===== src/common/dmem_pkg.sv =====
`default_nettype none

package dmem_pkg;

    // core word address and its cache fields
    localparam int ADDR_W   = 30;
    localparam int TAG_W    = 13;
    localparam int INDEX_W  = 10;
    localparam int OFFSET_W = 2;

    // byte address of a line on the dram side
    localparam int LINE_ADDR_W = 27;

    localparam int WORD_W         = 32;
    localparam int WORDS_PER_LINE = 1 << OFFSET_W;
    localparam int LINE_W         = WORD_W * WORDS_PER_LINE;

    // short bit time, simulation only
    localparam int UART_CLKS_PER_BIT = 8;
    localparam int UART_CNT_W        = $clog2(UART_CLKS_PER_BIT);

    localparam int FIFO_DEPTH = 8;
    localparam int FIFO_PTR_W = $clog2(FIFO_DEPTH);

    typedef logic [ADDR_W-1:0]      word_addr_t;
    typedef logic [WORD_W-1:0]      word_t;
    typedef logic [TAG_W-1:0]       tag_t;
    typedef logic [INDEX_W-1:0]     index_t;
    typedef logic [OFFSET_W-1:0]    offset_t;
    typedef logic [LINE_ADDR_W-1:0] line_addr_t;
    // word 0 sits in the low bits
    typedef logic [LINE_W-1:0]      line_t;
    typedef logic [7:0]             byte_t;

    // miss controller
    typedef enum logic [1:0] {
        IDLE,
        WB_REQ,
        RF_REQ,
        RF_WAIT
    } cache_state_e;

endpackage

`default_nettype wire


===== src/uart/uart_tx.sv =====
`timescale 1ns/1ns
`default_nettype none

module uart_tx import dmem_pkg::*; (
    input  logic  clk,
    input  logic  rst,
    input  byte_t tx_byte,
    input  logic  tx_start,
    output logic  txd,
    output logic  tx_ready
);

    logic                  busy;
    logic [UART_CNT_W-1:0] clk_cnt;
    logic [3:0]            bit_cnt;
    // data bits with the stop bit on top
    logic [8:0]            frame;

    assign tx_ready = !busy;

    always_ff @(posedge clk) begin
        if (rst) begin
            busy    <= 1'b0;
            txd     <= 1'b1;
            clk_cnt <= '0;
            bit_cnt <= '0;
        end else if (!busy) begin
            if (tx_start) begin
                busy    <= 1'b1;
                frame   <= {1'b1, tx_byte};
                // start bit goes out right away
                txd     <= 1'b0;
                clk_cnt <= '0;
                bit_cnt <= '0;
            end
        end else if (clk_cnt == UART_CNT_W'(UART_CLKS_PER_BIT - 1)) begin
            clk_cnt <= '0;
            if (bit_cnt == 4'd9) begin
                // stop bit done, line stays high
                busy <= 1'b0;
            end else begin
                txd     <= frame[0];
                frame   <= frame >> 1;
                bit_cnt <= bit_cnt + 1'b1;
            end
        end else begin
            clk_cnt <= clk_cnt + 1'b1;
        end
    end

endmodule

`default_nettype wire


===== config.mk =====
export PLATFORM = sky130hd
export DESIGN_NAME = uart_tx
export DESIGN_NICKNAME = d
export VERILOG_FILES = /design/src/common/dmem_pkg.sv /design/src/uart/uart_tx.sv
export SDC_FILE = /design/constraint.sdc
export NUM_CORES = 1
export LEC_CHECK = 0
export ABC_AREA = 1
export ABC_CLOCK_PERIOD_IN_PS = 1690
export BUFFER_PORTS_ARGS = -buffer_cell sky130_fd_sc_hd__buf_2
export CORE_MARGIN = 5
export CORE_UTILIZATION = 48
export DETAILED_ROUTE_END_ITERATION = 6
export HOLD_SLACK_MARGIN = 0.12
export PLACE_DENSITY = 0.72
export SLEW_MARGIN = 20
export SYNTH_ARGS = -nofsm -noshare
export SYNTH_HDL_FRONTEND = slang
export SYNTH_SLANG_ARGS = --single-unit

===== constraint.sdc =====
create_clock -name clk -period 1.69 [get_ports clk]
set_input_delay 0.507 -clock clk [delete_from_list [all_inputs] [get_ports clk]]
set_output_delay 0.507 -clock clk [all_outputs]
set_load 0.01 [all_outputs]

==> metrics.txt <==
post-placement cell count=139; Post-CTS Repair Setup Buffers=0; number of cells on the critical path=3; Reg2Reg Depth=9; Max IR drop VDD=between 0.5 and 0.6 mV; # diodes=0; post-route ant nets=0; Leakage=0.000438 µW; Routed wire per std cell=between 10 and 15 µm; CP cell instances=inv_2, buf_4, buf_2; most area-consuming cells after synthesis=edfxtp_1 (32%), dfxtp_1 (21%), nand2_1 (18%); via count=672; grt ovf=0; Num CTS Buffers=3; gp weighted congestion=0.827; Power Density=about 830 nW/µm²; RSZ-0062 raised after global routing=false; Max-slew headroom=0.864; nature of the critical path startpoint=register; first-pass GRT wire length=2.80 mm; Synth top area share=0.320; Fin Setup TNS=0 ns; sequential-to-total area share from yosys stat=0.533; DRT Pass-1 Iters=4; final setup fails=0; clk_lat worst skew=roughly 0.29 ns; non-filler instance count after layout=143; CTS tree=built; DIE WIDTH=52.0 µm; Post-Synthesis Cell Area=846 µm²; ratio of cells with drive above 1 in the final layout=0.237; outcome=finished clean; fin crit share=0.941; Max Cap Violations=0; die area=2700 µm²; vias per inst=4.70; crit path max fanout=13; Register-to-Register Setup Slack=~0.12 ns; initial DRC count=7; Worst setup EP type=output pin; worst hold stages=1; number of H-tree levels=1; slowest CP cell=dfxtp_4; core area=between 1500 and 2000 µm²; largest net degree at the start of global routing=14; Clock Sinks=18; IO Count=13; Tmin final=between 1.5 and 2 ns; DR DRC count=0; Critical Path Max Stage Delay=between 0.4 and 0.5 ns; Seq cells post-synth=18; CP top delay family=flip-flops; Slew Limit Fails=0; Slew @ Worst Pin=0.204 ns; Hold WC Path Type=register to register; maximum clock frequency=0.629 GHz; Die Ht=52.0 µm; Syn Area/Cell=8.29 µm²; Clock Path Buffers=2; Worst Skew=~0.0012 ns; Req. time, crit path=about 1.2 ns; Final nets=134; Worst Path Buf+Inv=3; initial core utilization=0.495; Post-Syn Instances=102; PortBufs=12; initial antenna violation count=0; Synth Warn #=0; crit path DAT=1.08 ns; vias in the first global route=678; GRT Total Usage=0.139; Net Count, Synth=approximately 120; area delta synth->final=15.8%; FP Rows=15; Synth area leader=edfxtp_1; drt total wl=1.49 mm; Worst-path clk slew=0.10 ns; Distinct cells, synth=18; DP HPWL=1.13 mm; CTS root buf=clkbuf_4; final hold vios=0; crit path kind=register to output pin
## layer usage
layer / global-route usage / up-vias / wire, µm
li1: - / 353 / -
met3: 0.0201 / 4 / 47
met1: 0.173 / 302 / 713
met5: 0 / - / 0
met2: 0.226 / 13 / 700
met4: 0.0830 / 0 / 29
## registers in the layout, indices dropped and copies added, names as in the netlist
register,cells
bit_cnt,4
txd,1
clk_cnt,3
busy,1
frame,9
## final timing paths
| kind | start | end |
|---|---|---|
| setup reg to reg | clk_cnt[0] | frame[7] |
| hold reg to reg | clk_cnt[0] | clk_cnt[0] |
| setup / recovery | busy | tx_ready |
| hold / removal | clk_cnt[0] | clk_cnt[0] |
## Yosys cell counts
| cell type | instances |
|---|---|
| a21oi_1 | 7 |
| buf_2 | 1 |
| clkbuf_1 | 2 |
| dfxtp_1 | 9 |
| edfxtp_1 | 9 |
| ha_1 | 4 |
| inv_1 | 8 |
| inv_2 | 3 |
| nand2_1 | 41 |
| nand2_2 | 3 |
| nand3_1 | 4 |
| nand4_1 | 1 |
| nor2_1 | 5 |
| nor2_2 | 1 |
| nor2_4 | 1 |
| o211ai_1 | 1 |
| o21ai_0 | 1 |
| xnor2_1 | 1 |
## placed cells by master, fill, tap and decap left out, drive strengths merged
| master | count |
|---|---|
| inv | 11 |
| dfxtp | 9 |
| xnor2 | 1 |
| a21oi | 7 |
| o211ai | 1 |
| o21ai | 1 |
| nor2 | 7 |
| nand2 | 44 |
| clkbuf | 4 |
| ha | 4 |
| buf | 15 |
| edfxtp | 9 |
| nand3 | 4 |
| nand4 | 1 |
## power breakdown
| group | total [µW] | switching [µW] | leakage [µW] | internal [µW] |
|---|---|---|---|---|
| combinational | 97.1 | 57.2 | 0.000265 | 39.9 |
| clock | 223 | 131 | 0.0000150 | 91.8 |
| sequential | 498 | 13.7 | 0.000158 | 484 |
## stage by stage
stage                     power (µW)   util  area, µm²  setup slack, ns  hold slack [ns]
after global placement           603  0.556        950            0.185            0.438
after global routing             865  0.574        980          0.00355            0.463
after floorplan                  569      -        848            0.148            0.429
final                            818  0.574        980            0.100            0.466
after detailed placement         607  0.556        950            0.116            0.456
after CTS                        821  0.572        977           0.0515            0.471
## repair_timing
item | CTS | global route
setup endpoints to repair | 1 | 1
pin swaps | 0 | 0
gates resized for setup | 1 | 1
hold buffers | 0 | 0
## worst reg2reg max path, stage by stage (launching register included)
cell     delay (ns)
dfxtp_1        0.36
ha_1           0.16
ha_1           0.14
inv_1          0.05
nand2_1        0.08
nand2_2        0.09
inv_2          0.06
nand2_2        0.09
nor2_2         0.09
buf_4          0.18
## cell type report
cell class,instances,area (µm²)
clock buffers,4,26.3
fillers,164,728
flip-flops and latches,18,454
repair buffers,15,82.6
multi-input cells,70,344
inverters,11,41.3
well taps,25,31.3
## kinds of logic after synthesis
kind of cell,share of synthesized area
AND/OR/NAND/NOR,0.278
flip-flops,0.533
buffers and inverters,0.0636
AO/OA/AOI/OAI,0.0562
adder cells (fa/ha/maj),0.0592
XOR/XNOR,0.0104
No activity file was read; power rests on OpenSTA's default activity.
