**src/common/dmem_pkg.sv**
```systemverilog
`default_nettype none

package dmem_pkg;

    // core word address and its cache fields
    localparam int ADDR_W   = 30;
    localparam int TAG_W    = 13;
    localparam int INDEX_W  = 10;
    localparam int OFFSET_W = 2;

    // byte address of a line on the dram side
    localparam int LINE_ADDR_W = 27;

    localparam int WORD_W         = 32;
    localparam int WORDS_PER_LINE = 1 << OFFSET_W;
    localparam int LINE_W         = WORD_W * WORDS_PER_LINE;

    // short bit time, simulation only
    localparam int UART_CLKS_PER_BIT = 8;
    localparam int UART_CNT_W        = $clog2(UART_CLKS_PER_BIT);

    localparam int FIFO_DEPTH = 8;
    localparam int FIFO_PTR_W = $clog2(FIFO_DEPTH);

    typedef logic [ADDR_W-1:0]      word_addr_t;
    typedef logic [WORD_W-1:0]      word_t;
    typedef logic [TAG_W-1:0]       tag_t;
    typedef logic [INDEX_W-1:0]     index_t;
    typedef logic [OFFSET_W-1:0]    offset_t;
    typedef logic [LINE_ADDR_W-1:0] line_addr_t;
    // word 0 sits in the low bits
    typedef logic [LINE_W-1:0]      line_t;
    typedef logic [7:0]             byte_t;

    // miss controller
    typedef enum logic [1:0] {
        IDLE,
        WB_REQ,
        RF_REQ,
        RF_WAIT
    } cache_state_e;

endpackage

`default_nettype wire

```
**src/uart/uart_rx.sv**
```systemverilog
`timescale 1ns/1ns
`default_nettype none

module uart_rx import dmem_pkg::*; (
    input  logic  clk,
    input  logic  rst,
    input  logic  rxd,
    output byte_t rx_byte,
    output logic  rx_strobe
);

    typedef enum logic [1:0] {
        RX_IDLE,
        RX_START,
        RX_DATA,
        RX_STOP
    } rx_state_e;

    rx_state_e             state;
    logic                  rxd_meta;
    logic                  rxd_sync;
    logic [UART_CNT_W-1:0] clk_cnt;
    logic [2:0]            bit_cnt;
    byte_t                 shift;

    // two-flop synchronizer, line idles high
    always_ff @(posedge clk) begin
        if (rst) begin
            rxd_meta <= 1'b1;
            rxd_sync <= 1'b1;
        end else begin
            rxd_meta <= rxd;
            rxd_sync <= rxd_meta;
        end
    end

    always_ff @(posedge clk) begin
        if (rst) begin
            state     <= RX_IDLE;
            clk_cnt   <= '0;
            bit_cnt   <= '0;
            rx_strobe <= 1'b0;
        end else begin
            rx_strobe <= 1'b0;
            case (state)
                RX_IDLE: begin
                    clk_cnt <= '0;
                    if (!rxd_sync) begin
                        state <= RX_START;
                    end
                end
                RX_START: begin
                    // recheck start bit at its middle
                    if (clk_cnt == UART_CNT_W'(UART_CLKS_PER_BIT / 2 - 1)) begin
                        clk_cnt <= '0;
                        bit_cnt <= '0;
                        state   <= rxd_sync ? RX_IDLE : RX_DATA;
                    end else begin
                        clk_cnt <= clk_cnt + 1'b1;
                    end
                end
                RX_DATA: begin
                    if (clk_cnt == UART_CNT_W'(UART_CLKS_PER_BIT - 1)) begin
                        clk_cnt <= '0;
                        // lsb arrives first
                        shift   <= {rxd_sync, shift[7:1]};
                        bit_cnt <= bit_cnt + 1'b1;
                        if (bit_cnt == 3'd7) begin
                            state <= RX_STOP;
                        end
                    end else begin
                        clk_cnt <= clk_cnt + 1'b1;
                    end
                end
                RX_STOP: begin
                    if (clk_cnt == UART_CNT_W'(UART_CLKS_PER_BIT - 1)) begin
                        // framing error drops the byte
                        if (rxd_sync) begin
                            rx_byte   <= shift;
                            rx_strobe <= 1'b1;
                        end
                        state <= RX_IDLE;
                    end else begin
                        clk_cnt <= clk_cnt + 1'b1;
                    end
                end
                default: state <= RX_IDLE;
            endcase
        end
    end

endmodule

`default_nettype wire

```
**config.mk**
```make
export PLATFORM = sky130hd
export DESIGN_NAME = uart_rx
export DESIGN_NICKNAME = d
export VERILOG_FILES = /design/src/common/dmem_pkg.sv /design/src/uart/uart_rx.sv
export SDC_FILE = /design/constraint.sdc
export NUM_CORES = 1
export LEC_CHECK = 0
export ABC_CLOCK_PERIOD_IN_PS = 2300
export BUFFER_PORTS_ARGS = -buffer_cell sky130_fd_sc_hd__buf_2
export CORE_UTILIZATION = 50
export DETAILED_ROUTE_END_ITERATION = 6
export PLACE_DENSITY = 0.78
export SLEW_MARGIN = 15
export SYNTH_ARGS = -nofsm -noshare
export SYNTH_HDL_FRONTEND = slang
export SYNTH_SLANG_ARGS = --single-unit
```
**constraint.sdc**
```tcl
create_clock -name clk -period 2.3 [get_ports clk]
set_input_delay 0.46 -clock clk [delete_from_list [all_inputs] [get_ports clk]]
set_output_delay 0.46 -clock clk [all_outputs]
set_load 0.02 [all_outputs]
```
==> results.yml, run 1 <==
logic_synthesis:
  synth_edf_count: 16
  synth_fp_nets: 91
  avgSynthCellArea_um2: 13.47
  ys_ff_latch: 27
  yosysSeqAreaShare: 0.6342
  synth.area.mux_share: 0
  yosys.area_share.xor_xnor: 0
  synth-adder-area-share: 0.06795
  syn_inst: 82
  synth_flop_cell: "edfxtp_1"
  synth-compound-area-share: 0.08154
  async_reset_ff_frac: 0
  synth_cell_types: 30
  netlist_area_um2: 1105
  yosysWarnings: 0
  synth_top_family_by_area: "simple AND/OR/NAND/NOR gates"
  yosys.area_share.simple: 0.1869
floorplanning:
  start_util: 0.5464
  row_count: 16
  die_x_um: 49.01
  dieArea_um2: 2401
  die_h_um: 49.01
  io_pins: 12
  coreArea_um2: 2022
clock_tree:
  hold_buffers: 0
  clockBufferDepth: 2
  clk_pin_slew_ns: 0.14
  cts_tree: "built"
  cts_resized: 0
  cts.sinks: 27
  insertion_delay_ns: 0.32
  cts_buffers: 3
  ctsRootBufferMaster: "clkbuf_4"
  cts_setup_buffers: 0
  cts-htree-levels: 1
critical_path:
  r2r_slack_ns: 0.35
  rr_startpoint: "clk_cnt[0]"
  cp_slowest_stage_delay_ns: 0.41
  cp-end-kind: "register"
  critical_path_arrival_ns: 1.96
  crit_path_start_kind: "register"
  r2r_cells: 4
  crit_chain: "ha_1 -> ha_1 -> nor2b_4 -> and3b_1"
  worst_path_max_delay_cell: "and3b_1"
  crit_type: "register to register"
  path_common_cell: "ha_1"
  r2r_end: "shift[4]"
  cp_data_required_time_ns: 2.31
  cp_max_fo: 9
place:
  dp_hpwl_um: 1177
  placed_cells: 117
  port_buffers: 11
  place_area_um2: 1176
  preCtsSetupSlack_ns: 0.3648
  gp_congestion: 0.6998
timing:
  fin_ws_ns: 0.3477
  hold_ws_ns: 0.3053
  slew_headroom: 0.5500
  final-setup-viol-count: 0
  worst_pin_slew_ns: 0.6741
  period_share: 0.8488
  finalMaxSlewViolations: 0
  fmax_mhz: 512.2
  hold_violations: 0
  fin_crit_ns: 1.952
  fin_setup_tns_ns: 0
  rsz0062_at_grt: "no"
  skew_ns: 0.002091
cells_and_area:
  layout.nets: 104
  insertedDiodeCount: 0
  final_common_cell: "edfxtp_1"
  drive_gt1_frac: 0.2447
  instances_no_fill: 121
  design_area_um2: 1206
  syn2layout_area_growth_pct: 9.174
  layout_common_cells: "edfxtp_1, dfxtp_1, buf_2"
power_and_ir_drop:
  switchingPower_uw: 151.0
  p_int_uw: 583.2
  seqPwrFrac: 0.701
  power_density_nw_per_um2: 608.7
  vdd_ir_drop_max_mv: 0.4483
  swShare: 0.2057
  p_leak_uw: 0.0004427
  clkPwrFrac: 0.280
  comb_power_share: 0.020
grt:
  grt_pass1_wl_um: 2656
  grt_use_total: 0.1470
  grt_start_max_net_pins: 24
  grt_pass1_vias: 573
  antenna_found_initial: 0
  grt_overflow: 0
worst_hold_path:
  hp-class: "primary input to register"
  min_path_cells: 2
  min_to: "rxd_meta"
  min-delay-start: "rxd"
run_status:
  status: "completed"
job:
  cap_violations: 0
detailed_routing:
  drt_wl_total_um: 1645
  drt_iter0_drc: 12
  ant_nets: 0
  vias_per_cell: 5.463
  wire_per_inst_um: 13.60
  dr.pass1.iters: 4
  vias: 661
  drc_errors: 0
==> kinds of logic (layout without fill, tap and decap cells) <==
group           Yosys count  count (layout)
simple gates             30              30
compound gates           13              13
buf+inv                   6              18
flops                    27              27
fa+ha+maj                 6               6
==> power groups by stage <==
stage | clock [µW] | combinational [µW] | sequential, µW
6_report | 205 | 14.4 | 515
3_3_place_gp | 0 | 14.2 | 525
3_5_place_dp | 0 | 14.3 | 525
5_1_grt | 224 | 15.6 | 515
4_1_cts | 205 | 14.4 | 514
2_1_floorplan | 0 | 15.2 | 522
==> worst max-delay path: cells and delay by family, from the launching register on <==
kind | cells | cell delay [ns]
DFF | 1 | 0.40
adders and majority gates | 2 | 0.55
and+or+nand+nor | 2 | 0.69
==> through the flow <==
| step | total power (µW) | util |
|---|---|---|
| after detailed placement | 539.5 | 0.5817 |
| after global routing | 754.8 | 0.5965 |
| after floorplan | 536.8 | - |
| after CTS | 733.6 | 0.5965 |
| final | 734.2 | 0.5965 |
| after global placement | 539.1 | 0.5817 |
==> synth_stat cells, drive strengths merged (3+ instances only) <==
master / count / share of area
a21oi: 6 / 0.034
buf: 4 / 0.023
nand2: 5 / 0.024
a31oi: 3 / 0.017
edfxtp: 16 / 0.43
dfxtp: 11 / 0.20
nand3b: 7 / 0.048
ha: 6 / 0.068
==> cell type report <==
type	count	area [µm²]
Fill cell	159	815.8
Sequential cell	27	700.7
Multi-Input combinational cell	49	371.6
Timing Repair Buffer	12	62.56
Tap cell	27	33.78
Clock buffer	3	22.52
Clock inverter	1	7.507
Inverter	2	7.507
==> registers in the layout, indices dropped and copies added, names as in the netlist, named ones only <==
register,cells
shift,8
rxd_sync,1
clk_cnt,3
bit_cnt,3
rx_strobe,1
state,1
rx_byte,8
rxd_meta,1
==> how the worst max path moves through the flow <==
stage / from / to / cells after the start
final: clk_cnt[0] / shift[4] / 4
after global routing: clk_cnt[0] / rx_byte[0] / 5
after CTS: clk_cnt[0] / shift[3] / 4
after detailed placement: clk_cnt[0] / shift[2] / 4
after global placement: clk_cnt[0] / shift[7] / 4
after floorplan: clk_cnt[0] / rx_byte[0] / 4
==> routing by layer <==
layer / up-vias / track usage / part of all wire
met5: - / 0 / 0
met1: 314 / 0.1880 / 0.46
met4: 0 / 0.04412 / 0.0061
li1: 324 / - / -
met2: 21 / 0.2523 / 0.49
met3: 2 / 0.02804 / 0.036
Note: power is estimated with default switching activity, not from simulation.
==> run 2: changes to the inputs <==
--- a/config.mk
+++ b/config.mk
@@ -5,7 +5,7 @@
 export SDC_FILE = /design/constraint.sdc
 export NUM_CORES = 1
 export LEC_CHECK = 0
-export ABC_CLOCK_PERIOD_IN_PS = 2300
+export ABC_CLOCK_PERIOD_IN_PS = 1600
 export BUFFER_PORTS_ARGS = -buffer_cell sky130_fd_sc_hd__buf_2
 export CORE_UTILIZATION = 50
 export DETAILED_ROUTE_END_ITERATION = 6
==> constraint.sdc (replaced) <==
create_clock -name clk -period 1.6 [get_ports clk]
set_input_delay 0.32 -clock clk [delete_from_list [all_inputs] [get_ports clk]]
set_output_delay 0.32 -clock clk [all_outputs]
set_load 0.02 [all_outputs]
==> run 2 against run 1 <==
  * Non-clock buffer count up 7
  * Critical path type unchanged
  * Sequential share of layout area down 4.5 points
  * Sequential power up 43%
==> results.yml, run 2 (synthesized netlist as in run 1, its figures left out) <==
run_status:
  status: "completed"
timing:
  skew_ns: 0.001564
  worst_pin_slew_ns: 0.2733
  fin_crit_ns: 1.498
  fmax_mhz: 667.4
  fin_ws_ns: 0.1016
  slew_headroom: 0.8178
  fin_setup_tns_ns: 0
  period_share: 0.9365
  hold_violations: 0
  finalMaxSlewViolations: 0
  final-setup-viol-count: 0
  rsz0062_at_grt: "no"
detailed_routing:
  ant_nets: 0
  dr.pass1.iters: 4
  vias: 679
  vias_per_cell: 5.305
  drt_iter0_drc: 5
  wire_per_inst_um: 13.64
  drt_wl_total_um: 1746
  drc_errors: 0
place:
  dp_hpwl_um: 1270
  port_buffers: 11
  gp_congestion: 0.6895
  preCtsSetupSlack_ns: 0.02191
power_and_ir_drop:
  power_density_nw_per_um2: 798.6
  p_leak_uw: 0.0004941
  vdd_ir_drop_max_mv: 0.7115
floorplanning:
  row_count: 16
  coreArea_um2: 2022
  io_pins: 12
  die_x_um: 49.01
  die_h_um: 49.01
  start_util: 0.5464
  dieArea_um2: 2401
critical_path:
  cp-end-kind: "register"
  crit_path_start_kind: "register"
  critical_path_arrival_ns: 1.55
  cp_max_fo: 8
  crit_type: "register to register"
  cp_data_required_time_ns: 1.65
clock_tree:
  cts-htree-levels: 1
  cts_buffers: 3
  hold_buffers: 0
  clk_pin_slew_ns: 0.14
  cts.sinks: 27
  cts_tree: "built"
  clockBufferDepth: 2
  ctsRootBufferMaster: "clkbuf_4"
  insertion_delay_ns: 0.32
worst_hold_path:
  hp-class: "primary input to register"
grt:
  grt_overflow: 0
  grt_start_max_net_pins: 17
  grt_pass1_vias: 670
  grt_pass1_wl_um: 3022
  antenna_found_initial: 0
  grt_use_total: 0.1723
cells_and_area:
  insertedDiodeCount: 0
  drive_gt1_frac: 0.3663
  reg.largest.list: "rx_byte (8), shift (8)"
  layout_common_cells: "edfxtp_1, buf_2, dfxtp_1"
  final_common_cell: "edfxtp_1"
  syn2layout_area_growth_pct: 19.14
  layout.nets: 111
job:
  cap_violations: 0
-- run 2: cell types whose count changed in the layout (fill, tap and decap cells not counted), moves of 2 or more --
cell | previous run | this run
dfxtp_1 | 11 | 9
ha_1 | 6 | 4
buf_4 | 1 | 7
ha_4 | 0 | 2
-- run 2: power breakdown --
| part | internal [µW] | leakage [µW] | switching (µW) |
|---|---|---|---|
| Sequential | 731 | 0.000234 | 5.41 |
| Combinational | 13.1 | 0.000246 | 14.0 |
| Clock | 95.5 | 0.0000139 | 192 |
-- run 2: metrics by stage --
stage	total power, µW	hold slack, ns	area, µm²	std cells	utilization
6_report	1051	0.1719	1316	128	0.6510
5_1_grt	1103	0.1403	1316	128	0.6510
4_1_cts	1067	0.1619	1294	126	0.6399
3_5_place_dp	780.7	0.4013	1264	122	0.6250
3_3_place_gp	780.0	0.3938	1264	122	0.6250
2_1_floorplan	773.9	0.3895	1155	82	-
-- run 2: layout make-up --
cell class              count  area, µm²
multi-input cells          49      420.4
repair buffers             19      118.9
clock buffers               3      22.52
well taps                  27      33.78
clock inverters             1      7.507
flip-flops and latches     27      705.7
inverters                   2      7.507
fillers                   155      705.7
-- run 2: metal layers --
| metal | vias up | part of all wire | track usage |
|---|---|---|---|
| met2 | 9 | 0.52 | 0.3032 |
| met3 | 2 | 0.015 | 0.03738 |
| met1 | 331 | 0.45 | 0.2012 |
| met4 | 0 | 0.0063 | 0.07353 |
| li1 | 337 | - | - |
| met5 | - | 0 | 0 |
-- run 2: worst paths after layout --
| kind | start | endpoint | slack [ns] | cells past startpoint |
|---|---|---|---|---|
| max reg2reg | clk_cnt[0] | rx_byte[2] | 0.10 | 5 |
| max | clk_cnt[0] | rx_byte[2] | 0.10 | 5 |
| min reg2reg | rxd_meta | rxd_sync | 0.43 | 1 |
| min | rxd | rxd_meta | 0.17 | 2 |
-- run 2: repair_timing --
| action | 4_1_cts | 5_1_grt |
|---|---|---|
| gates resized for setup | 0 | 3 |
| setup endpoints to repair | 0 | 16 |
| buffers inserted | 0 | 2 |
-- run 2: worst max-delay path, cell delays in order, from the launching register on --
cell and delay [ns]:
dfxtp_4 0.39, ha_4 0.15, ha_4 0.17, nand2_4 0.07
nor4bb_4 0.28, buf_6 0.17
