$ cat src/common/dmem_pkg.sv
`default_nettype none

package dmem_pkg;

    // core word address and its cache fields
    localparam int ADDR_W   = 30;
    localparam int TAG_W    = 13;
    localparam int INDEX_W  = 10;
    localparam int OFFSET_W = 2;

    // byte address of a line on the dram side
    localparam int LINE_ADDR_W = 27;

    localparam int WORD_W         = 32;
    localparam int WORDS_PER_LINE = 1 << OFFSET_W;
    localparam int LINE_W         = WORD_W * WORDS_PER_LINE;

    // short bit time, simulation only
    localparam int UART_CLKS_PER_BIT = 8;
    localparam int UART_CNT_W        = $clog2(UART_CLKS_PER_BIT);

    localparam int FIFO_DEPTH = 8;
    localparam int FIFO_PTR_W = $clog2(FIFO_DEPTH);

    typedef logic [ADDR_W-1:0]      word_addr_t;
    typedef logic [WORD_W-1:0]      word_t;
    typedef logic [TAG_W-1:0]       tag_t;
    typedef logic [INDEX_W-1:0]     index_t;
    typedef logic [OFFSET_W-1:0]    offset_t;
    typedef logic [LINE_ADDR_W-1:0] line_addr_t;
    // word 0 sits in the low bits
    typedef logic [LINE_W-1:0]      line_t;
    typedef logic [7:0]             byte_t;

    // miss controller
    typedef enum logic [1:0] {
        IDLE,
        WB_REQ,
        RF_REQ,
        RF_WAIT
    } cache_state_e;

endpackage

`default_nettype wire

$ cat src/design/byte_fifo.sv
`timescale 1ns/1ns
`default_nettype none

module byte_fifo import dmem_pkg::*; (
    input  logic  clk,
    input  logic  rst,
    input  byte_t wr_byte,
    input  logic  wr_en,
    input  logic  rd_en,
    output byte_t rd_byte,
    output logic  full,
    output logic  empty
);

    byte_t                 mem [FIFO_DEPTH];
    logic [FIFO_PTR_W-1:0] wr_ptr;
    logic [FIFO_PTR_W-1:0] rd_ptr;
    logic [FIFO_PTR_W:0]   count;
    logic                  do_wr;
    logic                  do_rd;

    assign full  = count == (FIFO_PTR_W + 1)'(FIFO_DEPTH);
    assign empty = count == '0;

    // blocked requests are dropped here
    assign do_wr = wr_en && !full;
    assign do_rd = rd_en && !empty;

    // head is visible without a read cycle
    assign rd_byte = mem[rd_ptr];

    always_ff @(posedge clk) begin
        if (do_wr) begin
            mem[wr_ptr] <= wr_byte;
        end
    end

    always_ff @(posedge clk) begin
        if (rst) begin
            wr_ptr <= '0;
            rd_ptr <= '0;
            count  <= '0;
        end else begin
            if (do_wr) begin
                wr_ptr <= wr_ptr + 1'b1;
            end
            if (do_rd) begin
                rd_ptr <= rd_ptr + 1'b1;
            end
            count <= count + (FIFO_PTR_W + 1)'(do_wr) - (FIFO_PTR_W + 1)'(do_rd);
        end
    end

endmodule

`default_nettype wire

$ cat config.mk
export PLATFORM = sky130hd
export DESIGN_NAME = byte_fifo
export DESIGN_NICKNAME = d
export VERILOG_FILES = /design/src/common/dmem_pkg.sv /design/src/design/byte_fifo.sv
export SDC_FILE = /design/constraint.sdc
export NUM_CORES = 1
export LEC_CHECK = 0
export BUFFER_PORTS_ARGS = -buffer_cell sky130_fd_sc_hd__buf_4
export CAP_MARGIN = 0
export CORE_MARGIN = 8
export CORE_UTILIZATION = 50
export CTS_CLUSTER_DIAMETER = 120
export DETAILED_ROUTE_END_ITERATION = 8
export PLACE_DENSITY = 0.66
export SYNTH_ARGS = -nofsm -noshare
export SYNTH_HDL_FRONTEND = slang
export SYNTH_SLANG_ARGS = --single-unit
export TNS_END_PERCENT = 10
$ cat constraint.sdc
create_clock -name clk -period 3.8 [get_ports clk]
set_input_delay 0.76 -clock clk [delete_from_list [all_inputs] [get_ports clk]]
set_output_delay 0.76 -clock clk [all_outputs]
set_load 0.01 [all_outputs]
==> results.py, run 1 <==
metrics = {
    "pwr": {
        "power_frac_comb_pct": 22.9,
        "switching_share_pct": 26.2,
        "peakVddDrop_mv": 0.281,
        "p_clk_share_pct": 26.2,
        "p_switching_w": 0.000543,
        "seq_power_share_pct": 51.0,
        "leakage_nw": 1.24,
        "cellPowerDensity_nw_per_um2": 578,
        "intPower_w": 0.00153,
    },
    "synthesis": {
        "synth_top_area_share_pct": 60.4,
        "synth_seq_cells": 77,
        "synth.top_cells.by_count": "edfxtp_1 (64), mux4_1 (15), dfxtp_1 (13)",
        "synthCells": 174,
        "synth_fp_nets": 194,
        "synth_area_leader_cell": "edfxtp_1",
        "ys_types": 31,
        "avgSynthCellArea_um2": 18.3,
        "yosys-top-cells-area": "edfxtp_1 (60%), mux4_1 (12%), dfxtp_1 (8.2%)",
        "yosys_warnings": 0,
        "synth_edf_count": 64,
        "synth-seq-area-share_pct": 68.6,
        "ys_async_sr_fraction_pct": 0,
        "ys.flop_type": "edfxtp_1",
        "synth_most_common_cell": "edfxtp_1",
        "syn_area_um2": 3180,
    },
    "global_route": {
        "grt_pass1_wl_mm": 8.62,
        "grt_max_degree": 17,
        "grt-ovfl-total": 0,
        "grt.total_usage_pct": 13.2,
        "grt_antenna_before_repair": 0,
        "grt_pass1_vias": 1660,
    },
    "place": {
        "place_hpwl_mm": 3.55,
        "io_buffers": 21,
        "gp_congestion": 0.713,
        "dp.cells": 269,
    },
    "clock_network": {
        "postCtsHoldBufs": 0,
        "cts_buffer_depth": 2,
        "htreeDepth": 3,
        "cts_resized": 0,
        "cts.clk_slew.worst_paths_ns": 0.07,
        "clock_latency_ns": 0.34,
        "numClockSinks": 77,
        "cts_buffers": 9,
        "tritoncts": "yes",
        "cts_setup_buffers": 0,
        "cts-root-buf": "clkbuf_8",
    },
    "critical_path": {
        "arrival_ns": 2.36,
        "r2r_slack_ns": 1.36,
        "critPathCaptureType": "output pin",
        "crit_required_ns": 3.04,
        "path_delay_family": "multiplexers",
        "crit_cells": 3,
        "crit_type": "reg2out",
        "r2r_end": "count[2]$_SDFF_PP0_",
        "crit_path_max_fanout": 16,
        "start_kind": "register",
        "ff2ff_path_depth": 10,
        "max_stage_delay_ns": 0.91,
        "critical_path.slowest_cell": "dfxtp_1",
        "reg2reg_from": "count[2]$_SDFF_PP0_",
        "crit_end": "rd_byte[3]",
        "crit_chain": "mux4_1 -> mux2_2 -> buf_4",
        "timing.critical_path.buf_inv": 1,
    },
    "timing": {
        "finalSetupTns_ns": 0,
        "grt_setup_unrepaired": "false",
        "fmax_mhz": 321,
        "worstMarginPinSlew_ns": 0.941,
        "final.period_utilization_pct": 82.0,
        "drv_slew": 0,
        "hold_viol_final": 0,
        "hold_ws_ns": 0.512,
        "slew_headroom_pct": 37.1,
        "setup_viol": 0,
        "fin_skew_ns": 0.00929,
        "fin_crit_ns": 3.12,
    },
    "floorplan": {
        "rows": 29,
        "die-area_um2": 9170,
        "fp.dieW_um": 95.8,
        "initial_utilization_pct": 51.0,
        "core_um2": 6240,
        "boundaryPins": 22,
        "dieHeight_um": 95.8,
    },
    "finish": {
        "areaGrowthSynthToFinish_pct": 12.9,
        "stdcell_count": 285,
        "fillers": 516,
        "drive_gt1_share_pct": 25.0,
        "nNetsFinal": 223,
        "utilization_pct": 57.5,
        "antenna_cells": 0,
    },
    "route": {
        "ant_nets": 0,
        "dr.first_iter.drc_count": 75,
        "dr.pass1.iters": 4,
        "via_count": 1569,
        "vias_per_cell": 5.51,
        "wl_per_cell_um": 19.1,
        "wl_mm": 5.44,
        "drc_errors": 0,
    },
    "hold_path": {
        "holdCritPathClass": "reg2reg",
    },
    "status": {
        "status": "complete, no violations",
    },
    "job": {
        "maxCapViolCount": 0,
    },
}
metal layers:
layer  GRT usage, %  wire, µm  part of all wire, %  vias to the layer above
li1               -         -                    -                      751
met1           15.1      2340                   43                      784
met2           22.4      2790                   51                       24
met3           4.06       226                  4.2                       10
met4           5.63        86                  1.6                        0
met5              0         0                    0                        -
power by group through the flow:
stage / clock network, W / logic, W / registers, W
4_1_cts: 0.000553 / 0.000483 / 0.00106
6_report: 0.000542 / 0.000474 / 0.00106
2_1_floorplan: 0 / 0.000357 / 0.00103
3_3_place_gp: 0 / 0.000456 / 0.00107
5_1_grt: 0.000587 / 0.000533 / 0.00107
3_5_place_dp: 0 / 0.000478 / 0.00108
worst register-to-register path, delay by kind of cell, from the launching register on:
family                     cells  cell delay, ns
DFF                            1            0.31
xor gates and xnor gates       2            0.41
adders and majority gates      3            0.78
buffers and inverters          2            0.12
and+or+nand+nor                3            0.73
area by class of cell:
cell class / instances / area, µm² / area share [%]
clock buffer: 15 / 168 / 4.67
clock inverter: 1 / 5.00 / 0.139
inverter: 6 / 22.5 / 0.627
multi-input combinational: 84 / 928 / 25.9
sequential: 77 / 2180 / 60.8
tap: 77 / 96.3 / 2.68
timing repair buffer: 25 / 188 / 5.23
cell usage in the layout (no fill, tap or decap), drive strengths merged, types with 5 or more instances in the layout:
master / instances
edfxtp: 64
buf: 25
mux4: 16
clkbuf: 15
dfxtp: 13
mux2: 11
nor2: 8
ha: 7
inv: 6
a21oi: 6
nand2b: 5
nand2: 5
through the flow:
stage          total power [W]  worst slack, ns  instance area, µm²
4_1_cts                0.00210            0.605                3590
2_1_floorplan          0.00139             1.55                3180
3_3_place_gp           0.00153             1.07                3420
5_1_grt                0.00219            0.545                3590
3_5_place_dp           0.00156            0.999                3420
6_report               0.00207            0.684                3590
flip-flops by register name, summed over array words and instances, names as in the netlist, named ones only:
name,count
rd_ptr,3
mem,64
count,4
wr_ptr,3
worst min path at each step:
stage / from / endpoint / slack, ns / cells past startpoint
after global placement: rd_ptr[1]$_SDFFE_PP0P_ / rd_ptr[1]$_SDFFE_PP0P_ / 0.49 / 2
after floorplan: rd_ptr[1]$_SDFFE_PP0P_ / register / 0.48 / 2
after detailed placement: rd_ptr[2]$_SDFFE_PP0P_ / register / 0.50 / 2
after global routing: rd_ptr[1]$_SDFFE_PP0P_ / rd_ptr[1]$_SDFFE_PP0P_ / 0.55 / 2
final: rd_ptr[2]$_SDFFE_PP0P_ / register / 0.51 / 2
after CTS: rd_ptr[2]$_SDFFE_PP0P_ / register / 0.51 / 2
logic make-up after synthesis:
kind of cell	after synthesis	synth area share [%]
xor+xnor	2	0.551
flops	77	68.6
buf+inv	13	2.36
compound gates	10	1.69
fa+ha+maj	8	3.38
mux	29	17.6
simple gates	35	5.78
Note: power is estimated with default switching activity, not from simulation.
==> run 2: changes to the inputs <==
clock period = 2.9 ns   (was 3.8 ns; I/O delays follow)
==> run 2 against run 1 <==
Sequential power rose by 28%; register-to-register slack got worse by 0.90 ns; sequential cell count unchanged; clock power increased by 94%; core utilization up 2.0 points; clock skew grew 0.0030 ns; sequential share of layout area fell by 2.0 points; cell count rose by 1.8%; non-clock buffer count grew 5; count of clock-buffer cells in the layout fell by 3; highest routed layer unchanged.
==> results.py, run 2 (synthesis results as in run 1) <==
metrics = {
    "timing": {
        "fin_crit_ns": 2.54,
        "grt_setup_unrepaired": "false",
        "final.period_utilization_pct": 87.6,
        "setup_viol": 0,
        "drv_slew": 0,
        "fmax_mhz": 394,
        "hold_viol_final": 0,
        "layout_setup_ws_ns": 0.361,
        "fin_skew_ns": 0.0123,
        "finalSetupTns_ns": 0,
        "worstMarginPinSlew_ns": 0.694,
        "slew_headroom_pct": 53.7,
    },
    "clock_network": {
        "cts_buffer_depth": 2,
        "htreeDepth": 3,
        "numClockSinks": 77,
        "clock_latency_ns": 0.34,
        "cts.clk_slew.worst_paths_ns": 0.08,
        "cts-root-buf": "clkbuf_8",
        "cts_setup_buffers": 0,
        "cts_resized": 0,
        "tritoncts": "yes",
        "cts_buffers": 9,
        "postCtsHoldBufs": 0,
    },
    "floorplan": {
        "die-area_um2": 9170,
        "core_um2": 6240,
        "initial_utilization_pct": 51.0,
        "boundaryPins": 22,
        "rows": 29,
        "dieHeight_um": 95.8,
        "fp.dieW_um": 95.8,
    },
    "finish": {
        "final_common_cell": "edfxtp_1",
        "top_register": "mem",
        "largest_reg_flops": 64,
        "drive_gt1_share_pct": 27.7,
        "antenna_cells": 0,
        "nNetsFinal": 228,
        "stdcell_count": 290,
        "final_cell_mix": "edfxtp_1 (64), buf_4 (30), mux4_1 (15)",
        "areaGrowthSynthToFinish_pct": 16.8,
        "utilization_pct": 59.5,
        "reg_top3": "mem x64, count x4",
    },
    "route": {
        "highest_layer": "met4",
        "wl_met1_mm": 2.40,
        "vias_per_cell": 5.58,
        "ant_nets": 0,
        "drc_errors": 0,
        "wl_met3_um": 249,
        "dr.first_iter.drc_count": 67,
        "met2_length_mm": 2.76,
        "wl_per_cell_um": 18.9,
        "via_count": 1619,
        "wl_mm": 5.48,
        "dr.pass1.iters": 4,
    },
    "global_route": {
        "grt_max_degree": 17,
        "grt.total_usage_pct": 13.0,
        "grt-ovfl-total": 0,
        "grt_pass1_wl_mm": 8.55,
        "grt_pass1_vias": 1653,
        "grt_antenna_before_repair": 0,
    },
    "place": {
        "dpl_worst_slack_ns": 0.521,
        "io_buffers": 21,
        "place_hpwl_mm": 3.57,
        "dp.cells": 274,
        "gp_congestion": 0.723,
    },
    "hold_path": {
        "hold_path_depth": 1,
        "min_to": "mem[6][3]$_DFFE_PP_",
        "worstHoldStart": "wr_byte[3]",
        "holdCritPathClass": "in2reg",
    },
    "status": {
        "status": "complete, no violations",
    },
    "pwr": {
        "leakage_nw": 1.31,
        "cellPowerDensity_nw_per_um2": 822,
        "p_total_w": 0.00305,
        "peakVddDrop_mv": 0.538,
    },
    "critical_path": {
        "arrival_ns": 1.96,
        "r2r_end": "count[2]$_SDFF_PP0_",
        "crit_path_max_fanout": 16,
        "r2r_slack_ns": 0.46,
        "critPathCaptureType": "output pin",
        "start_kind": "register",
        "crit_required_ns": 2.32,
        "crit_type": "reg2out",
        "reg2reg_from": "count[2]$_SDFF_PP0_",
        "ff2ff_path_depth": 10,
    },
    "job": {
        "maxCapViolCount": 0,
    },
}
[run 2: cell count changes in the layout (fill, tap and decap cells not counted), sizes merged]
cell | previous run | this run
buf | 25 | 30
bufinv | 0 | 4
clkbuf | 15 | 12
clkinv | 1 | 0
[run 2: worst max-delay path by stage]
stage,to,slack (ns),cells after the start,from
detailed placement,count[2]$_SDFF_PP0_,0.52,10,count[2]$_SDFF_PP0_
floorplan,count[2]$_SDFF_PP0_,0.65,11,count[2]$_SDFF_PP0_
global placement,count[2]$_SDFF_PP0_,0.68,10,count[2]$_SDFF_PP0_
CTS,rd_byte[4],0.33,3,register
finish,rd_byte[4],0.36,4,register
global route,rd_byte[3],0.27,3,register
[run 2: area by class of cell]
type / instances / area [µm²]
Fill cell: 465 / 2530
Multi-Input combinational cell: 84 / 923
Tap cell: 77 / 96.3
Sequential cell: 77 / 2180
Timing Repair Buffer: 30 / 225
Clock inverter: 4 / 120
Inverter: 6 / 22.5
Clock buffer: 12 / 145
[run 2: through the flow]
step	cell area [µm²]	hold slack, ns
global placement	3450	0.496
CTS	3710	0.458
floorplan	3180	0.475
global route	3710	0.462
detailed placement	3450	0.508
finish	3710	0.470
[run 2: routing by layer]
metal | track usage [%] | vias to the layer above
li1 | - | 759
met1 | 15.5 | 819
met2 | 21.4 | 33
met3 | 3.59 | 8
met4 | 6.15 | 0
met5 | 0 | -
[run 2: critical path, cell delays in order (launching register included)]
cell	delay, ns
dfxtp_1	0.31
buf_4	0.27
mux4_1	0.62
mux2_2	0.28
buf_4	0.14
[run 2: report_power, final]
group	internal (W)	switching, W
clock	0.000684	0.000362
sequential	0.00129	0.0000665
combinational	0.000349	0.000298
==> run 3: changes to the inputs <==
--- a/config.mk
+++ b/config.mk
@@ -7,5 +7,5 @@
 export LEC_CHECK = 0
 export BUFFER_PORTS_ARGS = -buffer_cell sky130_fd_sc_hd__buf_4
-export CAP_MARGIN = 0
+export CAP_MARGIN = 5
 export CORE_MARGIN = 8
 export CORE_UTILIZATION = 50
==> constraint.sdc (replaced) <==
create_clock -name clk -period 2.9 [get_ports clk]
set_input_delay 0.58 -clock clk [delete_from_list [all_inputs] [get_ports clk]]
set_output_delay 0.58 -clock clk [all_outputs]
set_load 0.05 [all_outputs]
==> run 3 against run 2 <==
Register-to-register slack improved by 0.13 ns; routed wire length rose by 2.8%; hold slack got worse by 0.0014 ns.
==> results.py, run 3 (synthesis results as in run 1) <==
metrics = {
    "critical_path": {
        "reg2reg_from": "count[2]$_SDFF_PP0_",
        "crit_path_max_fanout": 16,
        "path_delay_family": "multiplexers",
        "critPathCaptureType": "output pin",
        "crit_required_ns": 2.32,
        "crit_type": "reg2out",
        "critPathMostFrequentCell": "buf_4",
        "crit_chain": "buf_4 -> mux4_1 -> mux2_2 -> buf_4",
        "arrival_ns": 2.03,
        "max_stage_delay_ns": 0.62,
        "critical_path.slowest_cell": "mux4_1",
        "timing.critical_path.buf_inv": 2,
        "start_kind": "register",
    },
    "place": {
        "io_buffers": 21,
        "dpl_worst_slack_ns": 0.593,
        "place_hpwl_mm": 3.84,
        "dp.cells": 276,
        "gp_congestion": 0.687,
    },
    "floorplan": {
        "core_um2": 6240,
        "initial_utilization_pct": 51.0,
        "rows": 29,
        "fp.dieW_um": 95.8,
        "dieHeight_um": 95.8,
        "die-area_um2": 9170,
        "boundaryPins": 22,
    },
    "route": {
        "drc_errors": 0,
        "ant_nets": 0,
        "vias_per_cell": 5.45,
        "dr.first_iter.drc_count": 83,
        "wl_per_cell_um": 19.3,
        "via_count": 1591,
        "dr.pass1.iters": 4,
        "wl_mm": 5.64,
    },
    "pwr": {
        "p_total_w": 0.00298,
        "leakage_nw": 1.28,
        "p_clk_share_pct": 25.3,
        "cellPowerDensity_nw_per_um2": 816,
        "seq_power_share_pct": 45.6,
        "p_switching_w": 0.000930,
        "peakVddDrop_mv": 0.435,
        "power_frac_comb_pct": 29.1,
        "switching_share_pct": 31.2,
        "intPower_w": 0.00205,
    },
    "finish": {
        "final_cell_mix": "edfxtp_1 (64), buf_4 (32), mux4_1 (15)",
        "fillers": 484,
        "final_common_cell": "edfxtp_1",
        "reg_top3": "mem x64, count x4",
        "top_register": "mem",
        "antenna_cells": 0,
        "areaGrowthSynthToFinish_pct": 14.8,
        "nNetsFinal": 230,
        "largest_reg_flops": 64,
        "stdcell_count": 292,
        "drive_gt1_share_pct": 28.4,
    },
    "timing": {
        "fin_skew_ns": 0.00872,
        "finalSetupTns_ns": 0,
        "fmax_mhz": 384,
        "slew_headroom_pct": 70.6,
        "fin_crit_ns": 2.61,
        "hold_ws_ns": 0.469,
        "drv_slew": 0,
        "setup_viol": 0,
        "final.period_utilization_pct": 89.9,
        "grt_setup_unrepaired": "false",
        "layout_setup_ws_ns": 0.294,
        "hold_viol_final": 0,
        "worstMarginPinSlew_ns": 0.440,
    },
    "clock_network": {
        "cts_buffer_depth": 2,
        "htreeDepth": 3,
        "cts_buffers": 9,
        "postCtsHoldBufs": 0,
        "cts.clk_slew.worst_paths_ns": 0.08,
        "tritoncts": "yes",
        "clock_latency_ns": 0.34,
        "cts_setup_buffers": 0,
        "cts-root-buf": "clkbuf_8",
        "cts_resized": 0,
        "numClockSinks": 77,
    },
    "hold_path": {
        "worstHoldStart": "wr_byte[4]",
        "holdCritPathClass": "in2reg",
    },
    "job": {
        "maxCapViolCount": 0,
    },
    "status": {
        "status": "complete, no violations",
    },
    "global_route": {
        "grt_pass1_wl_mm": 9.00,
        "grt_max_degree": 17,
        "grt.total_usage_pct": 13.9,
        "grt-ovfl-total": 0,
        "grt_antenna_before_repair": 0,
        "grt_pass1_vias": 1769,
    },
}
## run 3: cell count changes in the layout (fill, tap and decap cells not counted), sizes merged
cell | previous run | this run
clkbuf | 12 | 11
clkinvlp | 0 | 1
buf | 30 | 32
bufinv | 4 | 1
clkinv | 0 | 3
## run 3: layout make-up
cell class	instances	area [µm²]	share of cell area [%]
well taps	77	96.3	2.64
flip-flops and latches	77	2180	59.7
inverters	6	22.5	0.617
clock buffers	11	131	3.60
repair buffers	32	240	6.58
multi-input cells	84	928	25.4
clock inverters	5	51.3	1.40
## run 3: stage by stage
stage / utilization (%) / area [µm²]
after floorplan: - / 3190
after global placement: 55.6 / 3470
after detailed placement: 55.6 / 3470
after CTS: 58.5 / 3650
after global routing: 58.5 / 3650
final: 58.5 / 3650
## run 3: per-layer routing
metal  vias to the layer above  part of all wire, %  global-route usage [%]
li1                        762                    -                       -
met2                        33                   53                    24.1
met1                       785                   41                    14.4
met3                        11                  3.9                    4.45
met4                         0                  2.4                    8.32
met5                         -                    0                       0
## run 3: worst reg2reg max path, delay by kind of cell, from the launching register on
kind,cells,cell delay (ns)
xor+xnor,2,0.31
fa+ha+maj,3,0.72
buf+inv,2,0.15
flops,1,0.30
simple gates,3,0.72
## run 3: power groups by stage
stage                     Clock, W  Combinational [W]  Sequential [W]
after floorplan                  0           0.000682         0.00135
after global placement           0           0.000853         0.00138
after detailed placement         0           0.000879         0.00139
after CTS                 0.000769           0.000882         0.00136
after global routing      0.000818           0.000944         0.00137
final                     0.000753           0.000869         0.00136
## run 3: final timing paths
check,slack (ns),cells past startpoint,to
worst min register to register,0.54,2,register
worst max register to register,0.59,10,count[2]$_SDFF_PP0_
worst max-delay path,0.29,4,rd_byte[3]
worst min-delay path,0.47,1,mem[7][4]$_DFFE_PP_
